### config.mk
export PLATFORM = sky130hd
export DESIGN_NAME = ring_router
export DESIGN_NICKNAME = d
export VERILOG_FILES = /design/src/verilog/net_msg_pkg.sv /design/src/verilog/router_pkg.sv /design/src/verilog/net_queue.sv /design/src/verilog/ring_input_ctrl.sv /design/src/verilog/term_input_ctrl.sv /design/src/verilog/output_arbiter.sv /design/src/verilog/ring_router.sv
export SDC_FILE = /design/constraint.sdc
export NUM_CORES = 1
export LEC_CHECK = 0
export BUFFER_PORTS_ARGS = -buffer_cell sky130_fd_sc_hd__buf_2
export CORE_MARGIN = 1.5
export CORE_UTILIZATION = 50
export CTS_CLUSTER_SIZE = 30
export DETAILED_ROUTE_END_ITERATION = 12
export GPL_ROUTABILITY_DRIVEN = 0
export GPL_TIMING_DRIVEN = 0
export MAX_ROUTING_LAYER = met4
export PLACE_DENSITY = 0.72
export SYNTH_ARGS = -nofsm -noshare
export SYNTH_HDL_FRONTEND = slang
export SYNTH_HIERARCHICAL = 1
export SYNTH_SLANG_ARGS = --single-unit
### constraint.sdc
create_clock -name clk -period 5.9 [get_ports clk]
set_input_delay 0.885 -clock clk [delete_from_list [all_inputs] [get_ports clk]]
set_output_delay 0.885 -clock clk [all_outputs]
set_load 0.005 [all_outputs]
### src/verilog/net_msg_pkg.sv
//--------------------------------------------------
// ring network message format
// field widths and the packed message layout
//--------------------------------------------------

package net_msg_pkg;

  // field widths
  localparam int c_srcdest_nbits = 3;
  localparam int c_opaque_nbits  = 3;
  localparam int c_payload_nbits = 32;

  typedef logic [c_srcdest_nbits-1:0] net_addr_t;

  // dest sits in the top bits so routing can slice it off the head
  typedef struct packed {
    net_addr_t                  dest;
    net_addr_t                  src;
    logic [c_opaque_nbits-1:0]  opaque;
    logic [c_payload_nbits-1:0] payload;
  } net_msg_t;

endpackage

### src/verilog/router_pkg.sv
//--------------------------------------------------
// router port naming and terminal routing helper
//--------------------------------------------------

package router_pkg;

  localparam int c_num_ports = 3;

  typedef enum logic [1:0] {
    port_west = 2'd0,
    port_term = 2'd1,
    port_east = 2'd2
  } port_t;

  // shortest way around the ring, east wins a tie
  function automatic port_t route_term(input net_msg_pkg::net_addr_t dest,
                                       input int router_id,
                                       input int num_routers);
    int fwd;
    fwd = (int'(dest) - router_id + num_routers) % num_routers;
    if (int'(dest) == router_id) return port_term;
    if (fwd <= num_routers / 2) return port_east;
    return port_west;
  endfunction

endpackage

### src/verilog/net_queue.sv
//--------------------------------------------------
// two-entry register queue
// valid/ready on both sides, no bypass path
//--------------------------------------------------

`timescale 1ns/1ns

module net_queue #(
  parameter int p_msg_nbits = 41
) (
  input  logic                   clk,
  input  logic                   reset,

  input  logic                   enq_val,
  output logic                   enq_rdy,
  input  logic [p_msg_nbits-1:0] enq_msg,

  output logic                   deq_val,
  input  logic                   deq_rdy,
  output logic [p_msg_nbits-1:0] deq_msg
);

  logic [p_msg_nbits-1:0] entries [2];
  logic                   wr_ptr;
  logic                   rd_ptr;
  logic [1:0]             count;
  logic                   do_enq;
  logic                   do_deq;

  // ready only looks at occupancy
  assign enq_rdy = (count != 2'd2);
  assign deq_val = (count != 2'd0);
  assign do_enq  = enq_val && enq_rdy;
  assign do_deq  = deq_val && deq_rdy;
  assign deq_msg = entries[rd_ptr];

  always_ff @(posedge clk) begin
    if (reset) begin
      wr_ptr <= 1'b0;
      rd_ptr <= 1'b0;
      count  <= 2'd0;
    end else begin
      if (do_enq)
        wr_ptr <= ~wr_ptr;
      if (do_deq)
        rd_ptr <= ~rd_ptr;
      count <= count + 2'(do_enq) - 2'(do_deq);
    end
  end

  // storage
  always_ff @(posedge clk) begin
    if (do_enq)
      entries[wr_ptr] <= enq_msg;
  end

endmodule

### src/verilog/ring_input_ctrl.sv
//--------------------------------------------------
// ring port input control
// two domain queues, domain pick and route request
//--------------------------------------------------

`timescale 1ns/1ns

module ring_input_ctrl #(
  parameter int p_router_id = 0
) (
  input  logic                               clk,
  input  logic                               reset,

  input  logic                               val_d1,
  output logic                               rdy_d1,
  input  net_msg_pkg::net_msg_t              msg_d1,

  input  logic                               val_d2,
  output logic                               rdy_d2,
  input  net_msg_pkg::net_msg_t              msg_d2,

  input  router_pkg::port_t                  pass_port,
  output logic [router_pkg::c_num_ports-1:0] reqs,
  input  logic [router_pkg::c_num_ports-1:0] grants,
  output net_msg_pkg::net_msg_t              head_msg,
  output logic                               head_domain
);

  import net_msg_pkg::*;
  import router_pkg::*;

  net_msg_t deq_msg_d1;
  net_msg_t deq_msg_d2;
  logic     deq_val_d1;
  logic     deq_val_d2;
  logic     deq_rdy_d1;
  logic     deq_rdy_d2;
  logic     fresh_sel;
  logic     sel;
  logic     head_val;
  logic     deq;
  logic     prio;
  logic     hold;
  logic     held_sel;
  port_t    route;

  net_queue #(.p_msg_nbits($bits(net_msg_t))) queue_d1 (
    .clk     (clk),
    .reset   (reset),
    .enq_val (val_d1),
    .enq_rdy (rdy_d1),
    .enq_msg (msg_d1),
    .deq_val (deq_val_d1),
    .deq_rdy (deq_rdy_d1),
    .deq_msg (deq_msg_d1)
  );

  net_queue #(.p_msg_nbits($bits(net_msg_t))) queue_d2 (
    .clk     (clk),
    .reset   (reset),
    .enq_val (val_d2),
    .enq_rdy (rdy_d2),
    .enq_msg (msg_d2),
    .deq_val (deq_val_d2),
    .deq_rdy (deq_rdy_d2),
    .deq_msg (deq_msg_d2)
  );

  //--------------------------------------------------
  // domain select
  //--------------------------------------------------

  // prio high favours d2 when both heads wait
  assign fresh_sel = deq_val_d2 && (!deq_val_d1 || prio);
  // a waiting head keeps its domain until it leaves
  assign sel         = hold ? held_sel : fresh_sel;
  assign head_val    = sel ? deq_val_d2 : deq_val_d1;
  assign head_msg    = sel ? deq_msg_d2 : deq_msg_d1;
  assign head_domain = sel;

  // local dest leaves on the terminal, all else keeps going
  assign route = (head_msg.dest == net_addr_t'(p_router_id)) ? port_term : pass_port;

  always_comb begin
    reqs = '0;
    if (head_val)
      reqs[route] = 1'b1;
  end

  assign deq        = |grants;
  assign deq_rdy_d1 = deq && !sel;
  assign deq_rdy_d2 = deq && sel;

  always_ff @(posedge clk) begin
    if (reset) begin
      prio     <= 1'b0;
      hold     <= 1'b0;
      held_sel <= 1'b0;
    end else begin
      if (deq)
        prio <= ~prio;
      hold     <= head_val && !deq;
      held_sel <= sel;
    end
  end

endmodule

### src/verilog/term_input_ctrl.sv
//--------------------------------------------------
// terminal input control
// queue with domain bit, shortest-way route request
//--------------------------------------------------

`timescale 1ns/1ns

module term_input_ctrl #(
  parameter int p_router_id   = 0,
  parameter int p_num_routers = 8
) (
  input  logic                               clk,
  input  logic                               reset,

  input  logic                               val,
  output logic                               rdy,
  input  net_msg_pkg::net_msg_t              msg,
  input  logic                               domain,

  output logic [router_pkg::c_num_ports-1:0] reqs,
  input  logic [router_pkg::c_num_ports-1:0] grants,
  output net_msg_pkg::net_msg_t              head_msg,
  output logic                               head_domain
);

  import net_msg_pkg::*;
  import router_pkg::*;

  // domain bit rides above the message
  localparam int c_entry_nbits = $bits(net_msg_t) + 1;

  logic [c_entry_nbits-1:0] deq_entry;
  logic                     deq_val;
  port_t                    route;

  net_queue #(.p_msg_nbits(c_entry_nbits)) queue (
    .clk     (clk),
    .reset   (reset),
    .enq_val (val),
    .enq_rdy (rdy),
    .enq_msg ({domain, msg}),
    .deq_val (deq_val),
    .deq_rdy (|grants),
    .deq_msg (deq_entry)
  );

  assign head_domain = deq_entry[c_entry_nbits-1];
  assign head_msg    = deq_entry[c_entry_nbits-2:0];
  assign route       = route_term(head_msg.dest, p_router_id, p_num_routers);

  always_comb begin
    reqs = '0;
    if (deq_val)
      reqs[route] = 1'b1;
  end

endmodule

### src/verilog/output_arbiter.sv
//--------------------------------------------------
// output port arbiter
// round-robin grant, message mux and domain flag
//--------------------------------------------------

`timescale 1ns/1ns

module output_arbiter (
  input  logic                               clk,
  input  logic                               reset,

  input  logic [router_pkg::c_num_ports-1:0] reqs,
  output logic [router_pkg::c_num_ports-1:0] grants,

  input  net_msg_pkg::net_msg_t              msgs_west,
  input  net_msg_pkg::net_msg_t              msgs_term,
  input  net_msg_pkg::net_msg_t              msgs_east,
  input  logic [router_pkg::c_num_ports-1:0] domains,

  output logic                               out_val,
  input  logic                               out_rdy,
  output net_msg_pkg::net_msg_t              out_msg,
  output logic                               out_domain
);

  import router_pkg::*;

  port_t ptr;
  port_t rr_winner;
  port_t winner;
  port_t held_winner;
  logic  hold;
  logic  xfer;

  // search from ptr, the nearest requester wins
  always_comb begin
    int idx;
    rr_winner = ptr;
    for (int i = c_num_ports - 1; i >= 0; i--) begin
      idx = (int'(ptr) + i) % c_num_ports;
      if (reqs[idx])
        rr_winner = port_t'(idx);
    end
  end

  // keep the stalled winner so the output holds still
  assign winner  = hold ? held_winner : rr_winner;
  assign out_val = |reqs;
  assign xfer    = out_val && out_rdy;

  always_comb begin
    grants = '0;
    if (xfer)
      grants[winner] = 1'b1;
  end

  //--------------------------------------------------
  // crossbar leg
  //--------------------------------------------------

  always_comb begin
    case (winner)
      port_term: out_msg = msgs_term;
      port_east: out_msg = msgs_east;
      default:   out_msg = msgs_west;
    endcase
  end

  assign out_domain = domains[winner];

  always_ff @(posedge clk) begin
    if (reset) begin
      ptr         <= port_west;
      hold        <= 1'b0;
      held_winner <= port_west;
    end else begin
      hold        <= out_val && !out_rdy;
      held_winner <= winner;
      // next search starts just past the winner
      if (xfer) begin
        case (winner)
          port_west: ptr <= port_term;
          port_term: ptr <= port_east;
          default:   ptr <= port_west;
        endcase
      end
    end
  end

endmodule

### src/verilog/ring_router.sv
//--------------------------------------------------
// three-port ring router
// west and east ring ports with two domains each
//--------------------------------------------------

`timescale 1ns/1ns

module ring_router #(
  parameter int p_router_id   = 0,
  parameter int p_num_routers = 8
) (
  input  logic                  clk,
  input  logic                  reset,

  input  logic                  in0_val_d1,
  output logic                  in0_rdy_d1,
  input  net_msg_pkg::net_msg_t in0_msg_d1,
  input  logic                  in0_val_d2,
  output logic                  in0_rdy_d2,
  input  net_msg_pkg::net_msg_t in0_msg_d2,

  input  logic                  in1_val,
  output logic                  in1_rdy,
  input  net_msg_pkg::net_msg_t in1_msg,
  input  logic                  in1_domain,

  input  logic                  in2_val_d1,
  output logic                  in2_rdy_d1,
  input  net_msg_pkg::net_msg_t in2_msg_d1,
  input  logic                  in2_val_d2,
  output logic                  in2_rdy_d2,
  input  net_msg_pkg::net_msg_t in2_msg_d2,

  output logic                  out0_val,
  input  logic                  out0_rdy,
  output net_msg_pkg::net_msg_t out0_msg,
  output logic                  out0_domain,

  output logic                  out1_val,
  input  logic                  out1_rdy,
  output net_msg_pkg::net_msg_t out1_msg,
  output logic                  out1_domain,

  output logic                  out2_val,
  input  logic                  out2_rdy,
  output net_msg_pkg::net_msg_t out2_msg,
  output logic                  out2_domain
);

  import net_msg_pkg::*;
  import router_pkg::*;

  logic [c_num_ports-1:0] in0_reqs;
  logic [c_num_ports-1:0] in1_reqs;
  logic [c_num_ports-1:0] in2_reqs;
  logic [c_num_ports-1:0] in0_grants;
  logic [c_num_ports-1:0] in1_grants;
  logic [c_num_ports-1:0] in2_grants;
  logic [c_num_ports-1:0] out0_reqs;
  logic [c_num_ports-1:0] out1_reqs;
  logic [c_num_ports-1:0] out2_reqs;
  logic [c_num_ports-1:0] out0_grants;
  logic [c_num_ports-1:0] out1_grants;
  logic [c_num_ports-1:0] out2_grants;
  logic [c_num_ports-1:0] head_domains;
  net_msg_t               in0_head_msg;
  net_msg_t               in1_head_msg;
  net_msg_t               in2_head_msg;
  logic                   in0_head_domain;
  logic                   in1_head_domain;
  logic                   in2_head_domain;

  //--------------------------------------------------
  // input controls
  //--------------------------------------------------

  ring_input_ctrl #(.p_router_id(p_router_id)) in0_ctrl (
    .clk         (clk),
    .reset       (reset),
    .val_d1      (in0_val_d1),
    .rdy_d1      (in0_rdy_d1),
    .msg_d1      (in0_msg_d1),
    .val_d2      (in0_val_d2),
    .rdy_d2      (in0_rdy_d2),
    .msg_d2      (in0_msg_d2),
    .pass_port   (port_east),
    .reqs        (in0_reqs),
    .grants      (in0_grants),
    .head_msg    (in0_head_msg),
    .head_domain (in0_head_domain)
  );

  term_input_ctrl #(
    .p_router_id   (p_router_id),
    .p_num_routers (p_num_routers)
  ) in1_ctrl (
    .clk         (clk),
    .reset       (reset),
    .val         (in1_val),
    .rdy         (in1_rdy),
    .msg         (in1_msg),
    .domain      (in1_domain),
    .reqs        (in1_reqs),
    .grants      (in1_grants),
    .head_msg    (in1_head_msg),
    .head_domain (in1_head_domain)
  );

  ring_input_ctrl #(.p_router_id(p_router_id)) in2_ctrl (
    .clk         (clk),
    .reset       (reset),
    .val_d1      (in2_val_d1),
    .rdy_d1      (in2_rdy_d1),
    .msg_d1      (in2_msg_d1),
    .val_d2      (in2_val_d2),
    .rdy_d2      (in2_rdy_d2),
    .msg_d2      (in2_msg_d2),
    .pass_port   (port_west),
    .reqs        (in2_reqs),
    .grants      (in2_grants),
    .head_msg    (in2_head_msg),
    .head_domain (in2_head_domain)
  );

  // transpose so output k sees bit k of every input
  assign out0_reqs = {in2_reqs[0], in1_reqs[0], in0_reqs[0]};
  assign out1_reqs = {in2_reqs[1], in1_reqs[1], in0_reqs[1]};
  assign out2_reqs = {in2_reqs[2], in1_reqs[2], in0_reqs[2]};

  assign in0_grants = {out2_grants[0], out1_grants[0], out0_grants[0]};
  assign in1_grants = {out2_grants[1], out1_grants[1], out0_grants[1]};
  assign in2_grants = {out2_grants[2], out1_grants[2], out0_grants[2]};

  assign head_domains = {in2_head_domain, in1_head_domain, in0_head_domain};

  //--------------------------------------------------
  // output arbiters
  //--------------------------------------------------

  output_arbiter out0_arb (
    .clk        (clk),
    .reset      (reset),
    .reqs       (out0_reqs),
    .grants     (out0_grants),
    .msgs_west  (in0_head_msg),
    .msgs_term  (in1_head_msg),
    .msgs_east  (in2_head_msg),
    .domains    (head_domains),
    .out_val    (out0_val),
    .out_rdy    (out0_rdy),
    .out_msg    (out0_msg),
    .out_domain (out0_domain)
  );

  output_arbiter out1_arb (
    .clk        (clk),
    .reset      (reset),
    .reqs       (out1_reqs),
    .grants     (out1_grants),
    .msgs_west  (in0_head_msg),
    .msgs_term  (in1_head_msg),
    .msgs_east  (in2_head_msg),
    .domains    (head_domains),
    .out_val    (out1_val),
    .out_rdy    (out1_rdy),
    .out_msg    (out1_msg),
    .out_domain (out1_domain)
  );

  output_arbiter out2_arb (
    .clk        (clk),
    .reset      (reset),
    .reqs       (out2_reqs),
    .grants     (out2_grants),
    .msgs_west  (in0_head_msg),
    .msgs_term  (in1_head_msg),
    .msgs_east  (in2_head_msg),
    .domains    (head_domains),
    .out_val    (out2_val),
    .out_rdy    (out2_rdy),
    .out_msg    (out2_msg),
    .out_domain (out2_domain)
  );

endmodule

==> results by stage <==
Detailed routing:
- In the routed design, unresolved DRC markers number 0.
- The remaining antenna violation count is 0.
- For this run, the detailed router's first-pass iteration total came to 5.
- For this block, the initial DRC count from the detailed router was 1516.
- The detailed-route vias per instance is between 5 and 6.
- The count of vias placed by the detailed router is approximately 15k.
- Summed over all layers, the routed wires come to 68800 um.
- The per-cell routed wire length is about 26 um.

Timing:
- The post-route minimum period is between 5000 and 6000 ps.
- The final number of setup-violating endpoints is 0.
- Summed over all failing endpoints, the final setup total negative slack is 0 ps.
- The worst pin sits at a relative slew slack of 0.0395.
- The final count of pins violating max slew came to 0.
- The final worst-path cycle share is 0.982.
- On the final layout, the worst clock skew is 32.3 ps.
- The count of final hold-check violations came to 0.
- Static timing analysis puts the maximum clock frequency at ~0.17 GHz.
- The slew of the pin with the lowest slew margin is 1420 ps.

Synth:
- The distinct cell type count of the synthesized netlist is 55.
- The synthesized netlist occupies a cell area of 0.0222 sq mm.
- The sequential cell area fraction in the yosys report is 0.598.
- The count of mapped cells out of synthesis is 1535.
- The Yosys step of the flow raised 6 warnings.
- The most common flop cell mapped by yosys is sky130_fd_sc_hd__edfxtp_1.
- In this run, synthesis produced a sequential element count of about 460.
- Of all flip-flops after synthesis, the portion carrying an async set or reset was 0.
- The mean instance size in the synthesized netlist is between 10 and 15 sq um.
- Counting flops with a built-in enable in the synthesized netlist gives slightly above 400.

Die:
- The core region area is around 0.044 sq mm.
- The die is 214 um wide.
- The count of pins on the block boundary is 350.
- The initial core utilization is 0.505.
- The floorplan row count is 77.
- The full die area is around 0.046 sq mm.
- The die is around 210 um tall.

Clock network:
- The number of clock buffers added by TritonCTS is 48.
- The clock root buffer is sky130_fd_sc_hd__clkbuf_16.
- After clock tree synthesis, the clock-pin slew on the worst setup and hold paths is about 70 ps.
- The total number of clock tree sinks is 458.
- The clock tree from TritonCTS is done.
- The H-tree generated during clock tree synthesis spans 2 levels.
- Clock latency on the worst-skew pair, taken at its later pin, is 610 ps.
- The maximum count of clock buffers along a single path is 3.

Finish:
- Leaving out fill and tap cells, the most frequent cell in the layout is sky130_fd_sc_hd__edfxtp_1.
- In the layout the commonest cells are 412 x sky130_fd_sc_hd__edfxtp_1, 356 x sky130_fd_sc_hd__buf_2, 207 x sky130_fd_sc_hd__mux2_4.
- The final design instance area without fill is around 0.027 sq mm.
- The area added between synthesis and finish is 20.4%.
- The layout cell share with drive strength beyond 1 is 0.421.
- After the last flow step, the layout net total stands at between 2k and 2.5k.

Global routing:
- The number of global-route vias before repair is approximately 15k.
- Entering global routing, the biggest net connects 52 pins.
- The number of antenna violations at the first check in global routing came to 15.
- For this run the aggregate overflow at the end of global routing stands at 0.
- In the global route stage, overall resource usage came out at 0.305.
- The first-pass GRT wire length is roughly 96000 um.

Setup path:
- Walking the worst path, the cells encountered are buf_6, buf_6, mux2_4, nor3_1, mux2_4, o21ba_1, mux2i_1, nor2_1, nor3_1, o41ai_4, ha_1, clkbuf_1, clkbuf_1, a22oi_1, a21oi_1, buf_2.
- On the critical path the largest part of the delay comes from buffers and inverters.
- STA classifies the critical path endpoint as an output pin.
- Data on the critical path arrives at its endpoint at between 4000 and 5000 ps.
- The highest fanout seen on the critical path is 10.
- The critical path required time is roughly 5000 ps.
- Together, buffers and inverters on the worst path number 5.
- The worst setup path is launched from a flip-flop.
- The largest individual stage delay along the critical path comes from the cell sky130_fd_sc_hd__clkbuf_1.
- The largest single stage delay on the critical path is a little under 500 ps.
- The worst setup path is of the flip-flop to output pin kind.

Run status:
- The flow ran to the end, and the final reports show no timing, DRC or antenna violations.

Placement:
- The post-detailed-placement half-perimeter wirelength is between 50000 and 60000 um.
- The area of placed instances is between 0.02 and 0.025 sq mm.
- Port buffering added approximately 350 buffers.

Hold path:
- The class of the worst hold path is primary input to flip-flop.

Run:
- The tool flagged a number of max-cap violations equal to 0.
## Yosys cell counts, types with 6 or more instances
cell type / number / share of area
sky130_fd_sc_hd__a21oi_1: 145 / 0.033
sky130_fd_sc_hd__a22oi_1: 123 / 0.042
sky130_fd_sc_hd__and3_1: 14 / 0.0039
sky130_fd_sc_hd__buf_1: 15 / 0.0025
sky130_fd_sc_hd__buf_6: 32 / 0.016
sky130_fd_sc_hd__clkbuf_1: 45 / 0.0076
sky130_fd_sc_hd__dfxtp_1: 46 / 0.041
sky130_fd_sc_hd__edfxtp_1: 412 / 0.56
sky130_fd_sc_hd__ha_1: 33 / 0.019
sky130_fd_sc_hd__inv_1: 23 / 0.0039
sky130_fd_sc_hd__mux2_1: 12 / 0.0061
sky130_fd_sc_hd__mux2_2: 76 / 0.039
sky130_fd_sc_hd__mux2_4: 207 / 0.14
sky130_fd_sc_hd__mux2i_1: 13 / 0.0059
sky130_fd_sc_hd__nand2_1: 24 / 0.0041
sky130_fd_sc_hd__nand2b_1: 8 / 0.0023
sky130_fd_sc_hd__nand3_1: 6 / 0.0014
sky130_fd_sc_hd__nor2_1: 167 / 0.028
sky130_fd_sc_hd__nor2b_1: 16 / 0.0045
sky130_fd_sc_hd__nor3_1: 11 / 0.0025
sky130_fd_sc_hd__o21ai_0: 6 / 0.0014
sky130_fd_sc_hd__xnor2_1: 10 / 0.0039
sky130_fd_sc_hd__xor2_1: 7 / 0.0028
## through the flow
step / util / setup WS (ps) / instances / hold slack [ps]
floorplan: - / 1020 / 1545 / 480
global placement: 0.562 / -484 / 2486 / 496
detailed placement: 0.568 / -587 / 2496 / 498
CTS: 0.606 / 15.6 / 2583 / 432
global route: 0.608 / -9.78 / 2595 / 441
finish: 0.608 / 106 / 2597 / 459
## worst register-to-register path: stages (launching register included)
cell	delay (ps)
sky130_fd_sc_hd__dfxtp_1	340
sky130_fd_sc_hd__buf_6	150
sky130_fd_sc_hd__buf_6	200
sky130_fd_sc_hd__mux2_4	330
sky130_fd_sc_hd__nor3_1	210
sky130_fd_sc_hd__mux2_4	240
sky130_fd_sc_hd__o21ba_1	290
sky130_fd_sc_hd__mux2i_1	110
sky130_fd_sc_hd__nor2_1	160
sky130_fd_sc_hd__nor3_1	110
sky130_fd_sc_hd__o41ai_4	460
sky130_fd_sc_hd__inv_2	90
sky130_fd_sc_hd__ha_1	360
sky130_fd_sc_hd__buf_1	330
sky130_fd_sc_hd__and3_1	250
sky130_fd_sc_hd__nor3_1	360
sky130_fd_sc_hd__nor2_1	80
sky130_fd_sc_hd__o21a_2	140
sky130_fd_sc_hd__ha_1	290
sky130_fd_sc_hd__inv_1	60
sky130_fd_sc_hd__ha_1	140
sky130_fd_sc_hd__xor2_1	180
sky130_fd_sc_hd__xnor2_1	140
sky130_fd_sc_hd__nor2_1	50
## flip-flops by register name (all words and copies together) (netlist names), 2 cells and up, named ones only
signal / count
out1_arb/ptr: 2
out0_arb/ptr: 2
out0_arb/held_winner: 2
in2_ctrl/queue_d2/count: 2
in2_ctrl/queue_d1/entries: 82
in2_ctrl/queue_d1/count: 2
in1_ctrl/queue/entries: 84
in0_ctrl/queue_d1/count: 2
in1_ctrl/queue/count: 2
out2_arb/ptr: 2
in0_ctrl/queue_d2/entries: 82
out1_arb/held_winner: 2
out2_arb/held_winner: 2
in0_ctrl/queue_d1/entries: 82
in0_ctrl/queue_d2/count: 2
in2_ctrl/queue_d2/entries: 82
## final timing paths
path,slack [ps],depth (start not counted),start,endpoint
max,110,16,flip-flop,out1_msg[23]
min,460,1,in2_msg_d1[1],in2_ctrl/queue_d1/entries[0][1]
max reg2reg,670,23,flip-flop,in2_ctrl/queue_d1/count[1]
min reg2reg,500,2,in2_ctrl/queue_d2/rd_ptr,flip-flop
## routing by layer
| layer | vias to the layer above | part of all wire | global-route usage |
|---|---|---|---|
| met3 | 159 | 0.11 | 0.0781 |
| met1 | 7466 | 0.37 | 0.369 |
| met5 | - | 0 | - |
| met4 | 0 | 0.047 | 0.132 |
| met2 | 854 | 0.47 | 0.485 |
| li1 | 6671 | - | - |
## cell families after synthesis
family,share of synthesized area
other,0.000338
and+or+nand+nor,0.0592
buffers and inverters,0.0345
xor gates and xnor gates,0.00670
DFF,0.598
AOI/OAI and AO/OA,0.0925
muxes,0.190
adders and majority gates,0.0186
## timing repair
item,CTS,global route
setup buffers,2,0
cloned,0,0
pin swaps,2,0
resized for setup,23,38
endpoints found under the setup margin,129,69
hold buffers,0,0
## cell type report
class / count / area [sq um]
diodes: 16 / 40.0
plain buffers: 92 / 699
clock buffers: 65 / 1330
clock inverters: 22 / 303
fillers: 3384 / 17300
inverters: 27 / 101
multi-input cells: 964 / 8300
flip-flops and latches: 458 / 13300
well taps: 592 / 741
repair buffers: 361 / 1960
Power is left out: the tool's default activity adds up to more than one toggle a clock period on the data nets, which glitch-free logic cannot reach.
